<file path="src/hw/dupPkg.sv">
`default_nettype none

package dupPkg;

   ////////////////////////////////////////
   // Register map
   ////////////////////////////////////////

   typedef enum logic [1:0] {
      RXCSR  = 2'd0,
      RXDBUF = 2'd1,
      TXCSR  = 2'd2,
      TXDBUF = 2'd3
   } regSelT;

   // Bus master request, strobes are plain levels
   typedef struct packed {
      regSelT      sel;
      logic        rd;
      logic        wr;
      logic [15:0] wdata;
   } busReqT;

   ////////////////////////////////////////
   // Status words
   ////////////////////////////////////////

   // Receive status, bit 15 is the overrun flag
   typedef struct packed {
      logic       dataLate;
      logic [6:0] rsvd14to8;
      logic       rxDone;
      logic       rxIntEn;
      logic [5:0] rsvd5to0;
   } rxCsrT;

   // Transmit status, devInit is write only
   typedef struct packed {
      logic [6:0] rsvd15to9;
      logic       devInit;
      logic       txReady;
      logic       txIntEn;
      logic [5:0] rsvd5to0;
   } txCsrT;

   // One bus word seen as either channel's CSR
   typedef union packed {
      rxCsrT rx;
      txCsrT tx;
   } csrWordT;

   // Per channel interrupt status
   typedef struct packed {
      logic intr;
      logic priact;
   } intrStatT;

   // Default vectors and character time
   localparam logic [8:0] DEF_RX_VECTOR   = 9'o300;
   localparam logic [8:0] DEF_TX_VECTOR   = 9'o304;
   localparam int         DEF_CHAR_CYCLES = 16;

endpackage

`default_nettype wire

</file>
<file path="src/hw/dupIntr.sv">
`timescale 1ns/1ps
`default_nettype none

module dupIntr (
   input  logic clk,
   input  logic rst,
   input  logic init,     // Device init, back to idle
   input  logic vect,     // Vector acknowledge for this channel
   input  logic statRw,   // Channel CSR being accessed
   input  logic trig,     // Interrupt trigger pulse
   input  logic secinh,   // Secondary inhibit
   output logic priact,
   output logic intr
);

   ////////////////////////////////////////
   // States
   ////////////////////////////////////////

   typedef enum logic [2:0] {
      stIdle     = 3'd0,
      stActive   = 3'd1,
      stVectRead = 3'd2,
      stWait     = 3'd3,
      stDone     = 3'd4
   } stateT;

   stateT state;

   ////////////////////////////////////////
   // Interrupt FSM
   ////////////////////////////////////////

   // Triggers seen outside idle are dropped
   // Retrigger only after a full CSR access
   always_ff @(posedge clk or posedge rst)
   begin
      if (rst)
      begin
         state <= stIdle;
      end
      else if (init)
      begin
         state <= stIdle;
      end
      else
      begin
         case (state)
            // Waiting for a trigger
            stIdle:
            begin
               if (trig)
                  state <= stActive;
            end
            // Request up, waiting for an uninhibited acknowledge
            stActive:
            begin
               if (vect && !secinh)
                  state <= stVectRead;
            end
            // Vector taken, wait for acknowledge release
            stVectRead:
            begin
               if (!vect)
                  state <= stWait;
            end
            // Waiting for software to touch the CSR
            stWait:
            begin
               if (statRw)
                  state <= stDone;
            end
            // CSR access in progress
            stDone:
            begin
               if (!statRw)
                  state <= stIdle;
            end
            default:
            begin
               state <= stIdle;
            end
         endcase
      end
   end

   ////////////////////////////////////////
   // Outputs
   ////////////////////////////////////////

   // Request drops once the vector has been seen
   assign intr = (state == stActive);

   // Busy from trigger until CSR access released
   assign priact = (state != stIdle);

endmodule

`default_nettype wire

</file>
<file path="src/hw/dupRegs.sv">
`timescale 1ns/1ps
`default_nettype none

module dupRegs
   import dupPkg::*;
(
   input  logic        clk,
   input  logic        rst,
   input  busReqT      busReq,
   output logic [15:0] rdata,
   input  logic        charIn,
   input  logic [7:0]  rxData,
   input  logic        txDoneP,
   output logic        startTx,
   output logic [7:0]  txData,
   output logic        rxTrig,
   output logic        txTrig,
   output logic        rxStatRw,
   output logic        txStatRw,
   output logic        devInit
);

   csrWordT    wrWord;
   csrWordT    rdWord;
   logic       rdQ;
   logic       rdFirst;
   logic       rxWrCsr;
   logic       txWrCsr;
   logic       rxDone;
   logic       rxIntEn;
   logic       dataLate;
   logic       txReady;
   logic       txIntEn;
   logic [7:0] rxBuf;
   logic [7:0] txBuf;

   ////////////////////////////////////////
   // Decode
   ////////////////////////////////////////

   assign wrWord   = busReq.wdata;
   assign rdFirst  = busReq.rd && !rdQ;
   assign rxWrCsr  = busReq.wr && (busReq.sel == RXCSR);
   assign txWrCsr  = busReq.wr && (busReq.sel == TXCSR);
   assign rxStatRw = (busReq.rd || busReq.wr) && (busReq.sel == RXCSR);
   assign txStatRw = (busReq.rd || busReq.wr) && (busReq.sel == TXCSR);
   assign devInit  = txWrCsr && wrWord.tx.devInit;

   // Launch only when the transmitter is free
   assign startTx = busReq.wr && (busReq.sel == TXDBUF) && txReady;
   assign txData  = busReq.wdata[7:0];

   // Read mux
   always_comb
   begin
      rdWord = '0;
      case (busReq.sel)
         RXCSR:
         begin
            rdWord.rx.dataLate = dataLate;
            rdWord.rx.rxDone   = rxDone;
            rdWord.rx.rxIntEn  = rxIntEn;
         end
         RXDBUF:  rdWord = {8'h00, rxBuf};
         TXCSR:
         begin
            rdWord.tx.txReady = txReady;
            rdWord.tx.txIntEn = txIntEn;
         end
         default: rdWord = {8'h00, txBuf};
      endcase
      rdata = busReq.rd ? rdWord : 16'h0000;
   end

   ////////////////////////////////////////
   // CSR bits and triggers
   ////////////////////////////////////////

   always_ff @(posedge clk or posedge rst)
   begin
      if (rst)
      begin
         rdQ      <= 1'b0;
         rxDone   <= 1'b0;
         rxIntEn  <= 1'b0;
         dataLate <= 1'b0;
         txReady  <= 1'b1;
         txIntEn  <= 1'b0;
         rxTrig   <= 1'b0;
         txTrig   <= 1'b0;
      end
      else
      begin
         rdQ    <= busReq.rd;
         rxTrig <= 1'b0;
         txTrig <= 1'b0;
         if (devInit)
         begin
            rxDone   <= 1'b0;
            rxIntEn  <= 1'b0;
            dataLate <= 1'b0;
            txReady  <= 1'b1;
            txIntEn  <= 1'b0;
         end
         else
         begin
            if (rxWrCsr)
               rxIntEn <= wrWord.rx.rxIntEn;
            if (txWrCsr)
               txIntEn <= wrWord.tx.txIntEn;
            // Read side effects on first edge of rd
            if (rdFirst && (busReq.sel == RXDBUF))
               rxDone <= 1'b0;
            if (rdFirst && (busReq.sel == RXCSR))
               dataLate <= 1'b0;
            // New character wins over a read clear
            if (charIn)
            begin
               rxDone <= 1'b1;
               rxTrig <= rxIntEn;
               if (rxDone)
                  dataLate <= 1'b1;
            end
            if (startTx)
               txReady <= 1'b0;
            if (txDoneP)
            begin
               txReady <= 1'b1;
               txTrig  <= txIntEn;
            end
            // Enabling with the transmitter idle interrupts at once
            if (txWrCsr && wrWord.tx.txIntEn && !txIntEn && txReady)
               txTrig <= 1'b1;
         end
      end
   end

   // Data buffers
   always_ff @(posedge clk or posedge rst)
   begin
      if (rst)
      begin
         rxBuf <= 8'h00;
         txBuf <= 8'h00;
      end
      else if (devInit)
      begin
         rxBuf <= 8'h00;
         txBuf <= 8'h00;
      end
      else
      begin
         if (charIn)
            rxBuf <= rxData;
         if (startTx)
            txBuf <= busReq.wdata[7:0];
      end
   end

endmodule

`default_nettype wire

</file>
<file path="src/hw/dupLink.sv">
`timescale 1ns/1ps
`default_nettype none

module dupLink #(
   parameter int CHAR_CYCLES = 16
) (
   input  logic       clk,
   input  logic       rst,
   input  logic       init,
   input  logic       startTx,
   input  logic [7:0] txData,
   output logic       charIn,
   output logic [7:0] rxData,
   output logic       txDoneP
);

   localparam int CW = $clog2(CHAR_CYCLES + 1);

   logic          busy;
   logic [CW-1:0] count;

   ////////////////////////////////////////
   // Character timer
   ////////////////////////////////////////

   // Count runs down from CHAR_CYCLES-1, both pulses on the edge after zero
   always_ff @(posedge clk or posedge rst)
   begin
      if (rst)
      begin
         busy    <= 1'b0;
         count   <= '0;
         charIn  <= 1'b0;
         txDoneP <= 1'b0;
      end
      else
      begin
         charIn  <= 1'b0;
         txDoneP <= 1'b0;
         if (init)
         begin
            busy  <= 1'b0;
            count <= '0;
         end
         else if (startTx)
         begin
            busy  <= 1'b1;
            count <= CW'(CHAR_CYCLES - 1);
         end
         else if (busy)
         begin
            if (count == '0)
            begin
               busy    <= 1'b0;
               charIn  <= 1'b1;
               txDoneP <= 1'b1;
            end
            else
               count <= count - 1'b1;
         end
      end
   end

   // Character on the wire
   always_ff @(posedge clk)
   begin
      if (startTx)
         rxData <= txData;
   end

endmodule

`default_nettype wire

</file>
<file path="src/hw/dupVector.sv">
`timescale 1ns/1ps
`default_nettype none

module dupVector
   import dupPkg::*;
#(
   parameter logic [8:0] RX_VECTOR = DEF_RX_VECTOR,
   parameter logic [8:0] TX_VECTOR = DEF_TX_VECTOR
) (
   input  logic       clk,
   input  logic       rst,
   input  logic       iack,
   input  intrStatT   rxStat,
   input  intrStatT   txStat,
   output logic       rxVect,
   output logic       txVect,
   output logic       txSecinh,
   output logic [8:0] vector
);

   logic iackQ;
   logic grantRx;
   logic grantTx;

   ////////////////////////////////////////
   // Grant
   ////////////////////////////////////////

   // Taken on the rising edge of iack, held until iack drops
   always_ff @(posedge clk or posedge rst)
   begin
      if (rst)
      begin
         iackQ   <= 1'b0;
         grantRx <= 1'b0;
         grantTx <= 1'b0;
      end
      else
      begin
         iackQ <= iack;
         if (!iack)
         begin
            grantRx <= 1'b0;
            grantTx <= 1'b0;
         end
         else if (!iackQ)
         begin
            // Receive outranks transmit
            grantRx <= rxStat.intr;
            grantTx <= !rxStat.intr && txStat.intr;
         end
      end
   end

   // Acknowledge only to the winner
   assign rxVect   = iack && grantRx;
   assign txVect   = iack && grantTx;
   assign txSecinh = rxStat.intr;

   always_comb
   begin
      if (iack && grantRx)
         vector = RX_VECTOR;
      else if (iack && grantTx)
         vector = TX_VECTOR;
      else
         vector = 9'o000;
   end

endmodule

`default_nettype wire

</file>
<file path="src/hw/dupTop.sv">
`timescale 1ns/1ps
`default_nettype none

module dupTop
   import dupPkg::*;
#(
   parameter logic [8:0] RX_VECTOR   = DEF_RX_VECTOR,
   parameter logic [8:0] TX_VECTOR   = DEF_TX_VECTOR,
   parameter int         CHAR_CYCLES = DEF_CHAR_CYCLES
) (
   input  logic        clk,
   input  logic        rst,
   input  busReqT      busReq,
   input  logic        iack,
   output logic [15:0] rdata,
   output logic        irq,
   output logic [8:0]  vector,
   output intrStatT    rxStat,
   output intrStatT    txStat
);

   logic       startTx;
   logic [7:0] txData;
   logic       charIn;
   logic [7:0] rxData;
   logic       txDoneP;
   logic       rxTrig;
   logic       txTrig;
   logic       rxStatRw;
   logic       txStatRw;
   logic       devInit;
   logic       rxVect;
   logic       txVect;
   logic       txSecinh;

   ////////////////////////////////////////
   // Registers and loopback
   ////////////////////////////////////////

   dupRegs uRegs (
      .clk      (clk),
      .rst      (rst),
      .busReq   (busReq),
      .rdata    (rdata),
      .charIn   (charIn),
      .rxData   (rxData),
      .txDoneP  (txDoneP),
      .startTx  (startTx),
      .txData   (txData),
      .rxTrig   (rxTrig),
      .txTrig   (txTrig),
      .rxStatRw (rxStatRw),
      .txStatRw (txStatRw),
      .devInit  (devInit)
   );

   dupLink #(.CHAR_CYCLES(CHAR_CYCLES)) uLink (
      .clk     (clk),
      .rst     (rst),
      .init    (devInit),
      .startTx (startTx),
      .txData  (txData),
      .charIn  (charIn),
      .rxData  (rxData),
      .txDoneP (txDoneP)
   );

   ////////////////////////////////////////
   // Interrupt side
   ////////////////////////////////////////

   // Primary channel, never inhibited
   dupIntr uRxIntr (
      .clk    (clk),
      .rst    (rst),
      .init   (devInit),
      .vect   (rxVect),
      .statRw (rxStatRw),
      .trig   (rxTrig),
      .secinh (1'b0),
      .priact (rxStat.priact),
      .intr   (rxStat.intr)
   );

   // Secondary channel
   dupIntr uTxIntr (
      .clk    (clk),
      .rst    (rst),
      .init   (devInit),
      .vect   (txVect),
      .statRw (txStatRw),
      .trig   (txTrig),
      .secinh (txSecinh),
      .priact (txStat.priact),
      .intr   (txStat.intr)
   );

   dupVector #(
      .RX_VECTOR (RX_VECTOR),
      .TX_VECTOR (TX_VECTOR)
   ) uVector (
      .clk      (clk),
      .rst      (rst),
      .iack     (iack),
      .rxStat   (rxStat),
      .txStat   (txStat),
      .rxVect   (rxVect),
      .txVect   (txVect),
      .txSecinh (txSecinh),
      .vector   (vector)
   );

   assign irq = rxStat.intr | txStat.intr;

endmodule

`default_nettype wire

</file>
<file path="config.mk">
export PLATFORM = sky130hd
export DESIGN_NAME = dupTop
export DESIGN_NICKNAME = d
export VERILOG_FILES = /design/src/hw/dupPkg.sv /design/src/hw/dupIntr.sv /design/src/hw/dupRegs.sv /design/src/hw/dupLink.sv /design/src/hw/dupVector.sv /design/src/hw/dupTop.sv
export SDC_FILE = /design/constraint.sdc
export NUM_CORES = 1
export LEC_CHECK = 0
export BUFFER_PORTS_ARGS = -buffer_cell sky130_fd_sc_hd__buf_4
export CORE_ASPECT_RATIO = 0.6
export CORE_MARGIN = 5
export CORE_UTILIZATION = 45
export DETAILED_ROUTE_END_ITERATION = 10
export PLACE_DENSITY = 0.71
export REMOVE_ABC_BUFFERS = 1
export SKIP_CTS_REPAIR_TIMING = 1
export SYNTH_ARGS = -nofsm -noshare
export SYNTH_HDL_FRONTEND = slang
export SYNTH_SLANG_ARGS = --single-unit
</file>
<file path="constraint.sdc">
create_clock -name clk -period 1.7 [get_ports clk]
set_clock_uncertainty 0.05 [all_clocks]
set_input_delay 0 -clock clk [delete_from_list [all_inputs] [get_ports clk]]
set_output_delay 0 -clock clk [all_outputs]
set_load 0.005 [all_outputs]
</file>
Yosys cells after proc, flatten, opt, wreduce, memory -nomap -nowiden

Cells that the tools add are included.

Flip-flop bits (word level): 48
Input port bits: 23
Output and inout bits: 30
Logic and storage cells: 141

Add/sub/neg operators: 1
Eq/ne operators: 23
Multiplexer cells: 59
Bitwise logic cells: 1
Reductions and logical operators: 38

Operators with widths:

| kind                                                 | number |
|---|---|
| 2-to-1 mux 8 bit                                     | 5 |
| 2-to-1 mux 3 bit                                     | 12 |
| 2-to-1 mux 1 bit                                     | 32 |
| case mux 3 bit (5 select lines)                      | 2 |
| != test 3 bit (second input constant)                | 8 |
| 2-to-1 mux 5 bit                                     | 4 |
| logical AND 1 bit                                    | 17 |
| 2-to-1 mux 16 bit                                    | 1 |
| nonzero test 3 bit                                   | 5 |
| equality test 3 x 2 -> 1 bit (second input constant) | 4 |
| case mux 6 bit (2 select lines)                      | 1 |
| AND reduction 5 bit                                  | 2 |
| 2-to-1 mux 9 bit                                     | 1 |
| != test 3 x 2 -> 1 bit (second input constant)       | 3 |
| nonzero test 2 bit                                   | 4 |
| equality test 3 x 1 -> 1 bit (second input constant) | 2 |
| equality test 3 bit (second input constant)          | 2 |
| logical NOT 3 bit                                    | 2 |
| case mux 2 bit (3 select lines)                      | 1 |
| logical NOT 5 bit                                    | 1 |
| subtractor 5 x 1 -> 5 bit (second input constant)    | 1 |
| equality test 2 bit (second input constant)          | 2 |
| logical NOT 1 bit                                    | 3 |
| equality test 2 x 1 -> 1 bit (second input constant) | 1 |
| other kinds (6)                                      | 6 |

Longest topological paths before layout

Gate-level depths: netlist of the first run.

Depth after elaboration: 7
Depth in mapped cells: 6
Gate-level depth less buffers: 6

Hierarchy

From an unflattened synthesis of the first run, not the netlist that was laid out.

Cells, all modules: 226
Area, all modules: 2476.1 um^2

Modules (own cells, without submodules):

| module    | times used | cells an instance | area each (um^2) | seq. area each (um^2) |
|---|---|---|---|---|
| dupRegs   | 1          | 121               | 1295.0           | 601.8 |
| dupLink   | 1          | 44                | 604.3            | 415.4 |
| dupIntr   | 2          | 19                | 178.9            | 75.1 |
| dupVector | 1          | 21                | 209.0            | 75.1 |
| dupTop    | 1          | 2                 | 10.0             | 0.0 |

Worst setup path after synthesis of the first run

Ideal clock, no wire load.

Path type: reg2reg
Start point: register uRegs.txReady
End point: register uLink.rxData[0] (enable)
Library setup time: 0.375 ns
Data arrival time: 1.244 ns
Required time: 1.275 ns
Path slack: 0.030 ns
Stages on the path, launching flop included: 4
Path buffers: 1
Clock period less this slack: 1.670 ns
Cell sequence: dfstp_2 > nand4_1 > inv_1 > clkbuf_1

Cells in the longest elaborated chain, start to end: 1

RTL lines:

| element                  | RTL line       | text |
|---|---|---|
| start: declaration       | dupRegs.sv:32  | `logic txReady;` |
| start signal: assignment | dupRegs.sv:87  | `txReady <= 1'b1;` |
| start signal: assignment | dupRegs.sv:102 | `txReady <= 1'b1;` |
| start signal: assignment | dupRegs.sv:125 | `txReady <= 1'b0;` |
| logical AND 1 bit        | dupRegs.sv:50  | `assign startTx = busReq.wr && (busReq.sel == TXDBUF) && txReady;` |
| net startTx              | dupTop.sv:22   | `logic startTx;` |
| end signal: assignment   | dupLink.sv:68  | `rxData <= txData;` |
| end: declaration         | dupLink.sv:13  | `output logic [7:0] rxData,` |

The timed path passes the listed nets, and every way through them passes these cells.
A chain may end at the register's enable or synchronous reset.

Worst setup path after layout of the first run

Start point: register uLink.count[0]
End point: register uLink.count[3]

Cells in the longest elaborated chain, start to end: 5
Elaborated cells between the ends (all ways): 8
Those cells by class: add/sub: 1; eq/ne: 1; mux: 4; reduce/logical: 2

RTL lines:

| element                   | RTL line      | text |
|---|---|---|
| start: declaration        | dupLink.sv:20 | `logic [CW-1:0] count;` |
| start signal: assignment  | dupLink.sv:48 | `count <= CW'(CHAR_CYCLES - 1);` |
| start signal: assignment  | dupLink.sv:59 | `count <= count - 1'b1;` |
| subtractor 5 x 1 -> 5 bit | dupLink.sv:59 |  |
| 2-to-1 mux 5 bit          | dupLink.sv:52 | `if (count == '0)` |
| 2-to-1 mux 5 bit          | dupLink.sv:50 | `else if (busy)` |
| 2-to-1 mux 5 bit          | dupLink.sv:45 | `else if (startTx)` |
| 2-to-1 mux 5 bit          | dupLink.sv:40 | `if (init)` |

Several ways; a longest one is shown, not always the timed one. The select of a mux whose other input is x is not followed.

==> impl_metrics.csv, run 1 <==
group,metric,value,unit
detailed_routing,antenna_left,0,
setup_path,crit_start,"uLink.count[0]",
detailed_routing,met1Wirelength,2380,µm
die,die_h,66.3,µm
global_route,antenna_found_initial,0,
detailed_routing,dr.pass1.iters,4,
setup_path,regToRegSetupSlack,0.03,ns
synthesis,syn_area,0.00238,mm²
sta,period_minus_slack,1.67,ns
setup_path,start_kind,"flip-flop",
clocking,clockBufferDepth,2,
setup_path,worst-path-buf-inv,1,
detailed_routing,routed_via_density,5.19,
detailed_routing,drtIter0Drc,143,
run_status,status,"finished clean",
detailed_routing,routed_wl,5040,µm
clocking,cts_sinks,48,
global_route,grt_max_degree,41,
synthesis,synth_edf_count,8,
die,rows,20,
power,p_leak,1.33,nW
sta,max-slew-margin-rel,57.1,%
setup_path,cp-end-kind,"flip-flop",
clocking,cts_tree,"built",
synthesis,avgSynthCellArea,10.1,µm²
setup_path,worstPathRequired,1.81,ns
detailed_routing,top_layer,"met3",
setup_path,crit_arrival,1.78,ns
setup_path,reg2reg_from,"uLink.count[0]",
setup_path,r2r_end,"uLink.count[3]",
setup_path,path_class,"reg -> reg",
synthesis,syn-instance-count,236,
sta,period_share,98.2,%
layout,diodes,0,
sta,drv_slew,0,
synthesis,dominantRegCellSynth,"dfrtp_1",
layout,seqCellArea,0.00124,mm²
setup_path,critPathTopFamily,"simple AND/OR/NAND/NOR gates",
detailed_routing,via_count,1802,
sta,hold_ws,0.0211,ns
placed_design,dp_hpwl,3440,µm
global_route,grt_pass1_vias,1682,
flow_run,cap_viol_max_count,0,
placed_design,placed_cells,326,
sta,finalSetupViolCount,0,
clocking,clk_pin_slew,0.08,ns
detailed_routing,wl_met2,2280,µm
detailed_routing,drc_errors,0,
global_route,grt_usage,14.8,%
layout,final_nets,304,
sta,tns,0,ns
layout,syn_to_final_growth,20.9,%
layout,final_cells,347,
detailed_routing,dr_wl_met3,383,µm
sta,finalHoldViolations,0,
setup_path,cp_max_fo,2,
layout,multi_input_area,987,µm²
setup_path,critical_path.cell_chain,"inv_1, ha_1, or4b_4, nand3_1, xor2_1, o21ai_0",
die,start_util,46.8,%
sta,max_freq,599,MHz
clocking,clk_latency,0.29,ns
die,io_pins,53,
sta,tightest_slew,0.644,ns
clocking,numCtsBuffers,5,
power,peakVddDrop,516,µV
hold_path,hp-class,"in -> reg",
synthesis,yosysWarnings,0,
sta,rsz0062_at_grt,"yes",
global_route,grt_pass1_wl,8310,µm
power,powerDensity,1320,mW/mm²
placed_design,portBuffers,32,
synthesis,synth-seq-cells,48,
sta,layout_setup_ws,0.0299,ns
die,die_w,104,µm
placed_design,preCtsSetupSlack,0.0157,ns
clocking,htree_num_levels,2,
synthesis,ys_seq_area_share,52.2,%
synthesis,synth_cell_types,46,
setup_path,cp_num_cells,6,
detailed_routing,wire_per_inst,14.5,µm
setup_path,rr_worst_depth,6,
global_route,grt-ovfl-total,0,
setup_path,cp_slowest_cell,"or4b_4",
placed_design,gp_congestion,0.875,
layout,final_util,56.7,%
setup_path,critPathMaxStageDelay,0.49,ns
die,die_area,0.00689,mm²
layout,drive_above_1_share,21.4,%
synthesis,async_reset_ff_share,83.3,%
die,core-area,0.00508,mm²
setup_path,crit_path_end,"uLink.count[3]",
clocking,root_buffer,"clkbuf_8",
layout,fillers,431,
metal layers:
metal,GRT usage (%),vias up
met4,1.94,0
met2,23.7,53
met3,4.78,0
met5,0,-
met1,20.4,869
li1,-,880
power breakdown:
group	leakage (nW)	total [mW]	switching, mW	internal, mW
Combinational	0.681	1.23	0.588	0.646
Clock	0.0552	0.794	0.357	0.437
Sequential	0.589	1.76	0.269	1.49
Total	1.33	3.79	1.21	2.58
Yosys cell counts (2+ instances only):
master | count | area share [%]
dfrtp_1 | 39 | 41
nand2_1 | 29 | 4.6
nor2_1 | 24 | 3.8
buf_4 | 18 | 5.7
mux2i_1 | 15 | 6.3
nand3_1 | 11 | 2.3
clkbuf_1 | 10 | 1.6
o21ai_0 | 10 | 2.1
a21oi_1 | 8 | 1.7
edfxtp_1 | 8 | 10
nor3_1 | 7 | 1.5
inv_1 | 6 | 0.95
nand3b_1 | 4 | 1.3
a31oi_1 | 3 | 0.79
or3_1 | 3 | 0.79
a22oi_1 | 2 | 0.63
and2_1 | 2 | 0.53
and3_1 | 2 | 0.53
mux4_2 | 2 | 1.9
nand2b_1 | 2 | 0.53
nand4_1 | 2 | 0.53
nor2b_1 | 2 | 0.53
o311ai_0 | 2 | 0.74
or2_2 | 2 | 0.53
or3b_1 | 2 | 0.74
placed cells by master (no fill, tap or decap), drive strengths merged, types with 7 or more instances in the layout:
cell / n
o21ai: 10
dlygate4sd3: 12
a21oi: 8
buf: 42
dfrtp: 39
mux2i: 15
nor3: 7
edfxtp: 8
conb: 13
nand2: 29
nand3: 11
nor2: 24
per-stage QoR:
stage          area, µm²  total power, mW
5_1_grt             2880             4.08
3_3_place_gp        2630             2.90
2_1_floorplan       2240             2.46
4_1_cts             2740             3.76
3_5_place_dp        2630             2.95
6_report            2880             3.79
sequential cells by signal (all words and copies together), names as in the netlist:
register,flops
uRegs.rdQ,1
uRegs.rxDone,1
uRegs.txIntEn,1
uLink.count,5
uRegs.txTrig,1
uVector.grantRx,1
uVector.iackQ,1
uRegs.rxIntEn,1
uRegs.dataLate,1
uLink.busy,1
uRegs.txBuf,8
uVector.grantTx,1
uLink.rxData,8
uRegs.rxBuf,8
uRxIntr.state,3
uLink.charIn,1
uRegs.rxTrig,1
uTxIntr.state,3
uRegs.txReady,1
worst register-to-register path, cell delays in order (launching register included):
cell,delay (ns)
dfrtp_1,0.39
inv_1,0.09
ha_1,0.18
or4b_4,0.49
nand3_1,0.12
xor2_1,0.14
o21ai_0,0.09
kinds of logic after synthesis:
kind of cell / synth area share, %
adders and majority gates: 0.526
AOI/OAI and AO/OA: 8.73
muxes: 8.20
other: 0.158
and+or+nand+nor: 20.8
xor gates and xnor gates: 0.736
DFF: 52.2
buffers and inverters: 8.68
worst min-delay path by stage:
stage	start	endpoint	slack [ns]	depth (start not counted)
3_5_place_dp	rst	uTxIntr.state[1]	0.13	3
4_1_cts	rst	uTxIntr.state[1]	-0.19	3
6_report	busReq[16]	uRegs.rxIntEn	0.02	3
5_1_grt	busReq[16]	uRegs.txReady	0.05	3
2_1_floorplan	busReq[17]	uRegs.rdQ	-0.02	0
3_3_place_gp	rst	uTxIntr.state[1]	0.12	3
layout make-up:
cell class	count	share of cell area, %
Clock buffer	6	2.52
Inverter	6	0.783
Multi-Input combinational cell	165	34.3
Tap cell	66	2.87
Sequential cell	48	43.2
Timing Repair Buffer	54	15.1
Clock inverter	2	1.22
Note: power is estimated with default switching activity, not from simulation.
==> run 2, diff against run 1 <==
--- a/config.mk
+++ b/config.mk
@@ -15,4 +15,5 @@
 export SKIP_CTS_REPAIR_TIMING = 1
 export SYNTH_ARGS = -nofsm -noshare
 export SYNTH_HDL_FRONTEND = slang
+export SYNTH_HIERARCHICAL = 1
 export SYNTH_SLANG_ARGS = --single-unit
==> run 2 against run 1 <==
Effect of this change:
- the run now ends with setup timing left
- via count shrank 4.1%
- combinational power is essentially flat
- die area grew 3.5%
- sequential cell count is the same
- design area grew 1.7%
- largest cell class unchanged
- highest routed layer is now met4
==> impl_metrics.csv, run 2 <==
group,metric,value,unit
power,powerDensity,1270,mW/mm²
synthesis,yosysWarnings,6,
clocking,cts_sinks,48,
setup_path,critPathMaxStageDelay,0.50,ns
power,power_frac_seq,46.4,%
hold_path,min-delay-start,"busReq[16]",
clocking,htree_num_levels,2,
run_status,failed_checks,"setup timing",
global_route,grt_max_degree,25,
layout,fillers,450,
setup_path,reg2reg_from,"uLink/count[0]",
power,peakVddDrop,547,µV
detailed_routing,drc_errors,0,
global_route,antenna_found_initial,0,
power,p_clk_share,21.4,%
synthesis,synth_edf_count,8,
placed_design,placed_cells,312,
global_route,grt-ovfl-total,0,
die,die_area,0.00713,mm²
global_route,grt_usage,14.3,%
synthesis,syn_area,0.00248,mm²
sta,finalSetupViolCount,1,
clocking,numCtsBuffers,5,
synthesis,dominantRegCellSynth,"dfrtp_1",
setup_path,r2r_end,"uLink/count[1]",
clocking,clk_latency,0.30,ns
global_route,use_met1,20.2,%
sta,period_share,102,%
power,switchingPower,1.12,mW
layout,final_util,56.3,%
placed_design,dp_hpwl,3540,µm
hold_path,hp-class,"in -> reg",
sta,tns,-0.0340,ns
sta,layout_setup_ws,-0.0340,ns
power,p_comb_share,32.2,%
layout,syn_to_final_growth,18.2,%
detailed_routing,routed_wl,4950,µm
die,io_pins,53,
power,p_leak,1.36,nW
setup_path,critical_path.cell_chain,"inv_1, ha_1, or4b_4, and4_4, nor4_4",
layout,drive_above_1_share,25.0,%
global_route,grt.met2_usage,22.1,%
layout,final_common_cell,"buf_4",
global_route,met3_usage,3.82,%
detailed_routing,drtIter0Drc,81,
synthesis,synthTopCellsByCount,"39 x dfrtp_1, 25 x buf_4, 23 x nor2_1",
setup_path,path_class,"reg -> reg",
die,die_h,67.5,µm
sta,drv_slew,0,
placed_design,portBuffers,32,
sta,hold_ws,0.0264,ns
detailed_routing,antenna_left,0,
layout,final_cells,334,
sta,period_minus_slack,1.73,ns
synthesis,async_reset_ff_share,83.3,%
die,core-area,0.00520,mm²
setup_path,regToRegSetupSlack,-0.03,ns
die,start_util,47.6,%
layout,diodes,0,
setup_path,crit_arrival,1.89,ns
clocking,cts_tree,"built",
synthesis,yosysMostFrequentCell,"dfrtp_1",
power,intPower,2.59,mW
synthesis,synth_top_area_share,39.4,%
power,switching_share,30.1,%
synthesis,synth.largest_area_cell,"dfrtp_1",
synthesis,ys_seq_area_share,50.2,%
synthesis,synth-seq-cells,48,
layout,layout_common_cells,"43 x buf_4, 39 x dfrtp_1, 23 x nor2_1, 15 x mux2i_1, 15 x conb_1",
sta,rsz0062_at_grt,"yes",
global_route,grt_pass1_wl,8040,µm
setup_path,worstPathRequired,1.86,ns
die,die_w,106,µm
hold_path,hold_depth,3,
setup_path,cp_slowest_cell,"or4b_4",
sta,tightest_slew,0.627,ns
setup_path,cp_max_fo,5,
detailed_routing,routed_via_density,5.17,
layout,seqCellArea,0.00124,mm²
flow_run,cap_viol_max_count,0,
detailed_routing,dr.pass1.iters,4,
setup_path,rr_worst_depth,5,
die,rows,20,
synthesis,synth_cell_types,52,
placed_design,gp_congestion,0.807,
synthesis,syn-instance-count,226,
global_route,grt_pass1_vias,1649,
sta,max_freq,577,MHz
clocking,root_buffer,"clkbuf_8",
detailed_routing,via_count,1728,
global_route,top_usage_layer,"met2",
hold_path,whs_endpoint,"uRegs/rxIntEn",
sta,finalHoldViolations,0,
sta,max-slew-margin-rel,58.2,%
synthesis,avgSynthCellArea,11.0,µm²
layout,reg_top3,"uLink/rxData (8), uRegs/rxBuf (8), uRegs/txBuf (8)",
setup_path,cp-end-kind,"flip-flop",
setup_path,start_kind,"flip-flop",
layout,final_nets,291,
clocking,clk_pin_slew,0.09,ns
layout,multi_input_area,0.00101,mm²
run_status,status,"finished with violations",
synthesis,synth_area_leaders,"dfrtp_1 39%, edfxtp_1 9.7%, buf_4 7.6%",
detailed_routing,wire_per_inst,14.8,µm
clocking,clockBufferDepth,2,
## run 2: cell count changes after synthesis, moves of 7 or more
cell / before / now
clkbuf_1: 10 / 0
nand3_1: 11 / 1
buf_4: 18 / 25
nand2_1: 29 / 10
a22o_1: 0 / 8
o21ai_0: 10 / 3
## run 2: worst max-delay path: cells and delay by family, from the launching register on
kind                     cells  cell delay [ns]
adder cells (fa/ha/maj)      1             0.16
flip-flops                   1             0.38
buffers and inverters        1             0.08
AND/OR/NAND/NOR              3             0.97
## run 2: worst max-delay path by stage
stage          depth (start not counted)  slack, ns              to            from
5_1_grt                                5      -0.11  uLink/count[1]  uLink/count[1]
3_3_place_gp                           5       0.01  uLink/count[1]  uLink/count[0]
4_1_cts                                5      -0.10  uLink/count[1]  uLink/count[0]
3_5_place_dp                           5      -0.08  uLink/count[1]  uLink/count[0]
2_1_floorplan                          5      0.002  uLink/count[1]  uLink/count[0]
6_report                               5      -0.03  uLink/count[1]  uLink/count[0]
## run 2: power groups by stage
stage / Sequential, mW / Combinational, mW / Clock (mW)
6_report: 1.72 / 1.20 / 0.792
5_1_grt: 1.76 / 1.34 / 0.869
4_1_cts: 1.71 / 1.12 / 0.829
3_5_place_dp: 1.74 / 1.11 / 0
3_3_place_gp: 1.73 / 1.08 / 0
2_1_floorplan: 1.67 / 0.677 / 0
## run 2: metal layers
layer	wire length, µm	vias to the layer above
met2	2300	27
met3	210	3
met1	2410	859
li1	-	839
met4	29	0
met5	0	-
## run 2: cells by family (layout without fill, tap and decap cells)
kind of cell / count (synthesis) / after routing / share of synthesized area (%)
AOI/OAI and AO/OA: 37 / 37 / 10.8
muxes: 17 / 17 / 7.88
buffers and inverters: 43 / 73 / 11.8
and+or+nand+nor: 77 / 77 / 18.4
DFF: 48 / 48 / 50.2
adders and majority gates: 1 / 1 / 0.505
other: 3 / 15 / 0.455
## run 2: final cells by class
type	instances	area share (%)
Sequential cell	48	42.4
Multi-Input combinational cell	147	34.5
Timing Repair Buffer	56	15.5
Tap cell	66	2.82
Clock buffer	5	2.35
Clock inverter	3	1.28
Inverter	9	1.15
## run 2: metrics by stage
stage / power, mW / instance area [µm²] / setup slack (ns)
finish: 3.71 / 2930 / -0.0340
global route: 3.98 / 2930 / -0.109
CTS: 3.66 / 2770 / -0.103
detailed placement: 2.85 / 2660 / -0.0773
global placement: 2.81 / 2660 / 0.0104
floorplan: 2.35 / 2260 / 0.00207
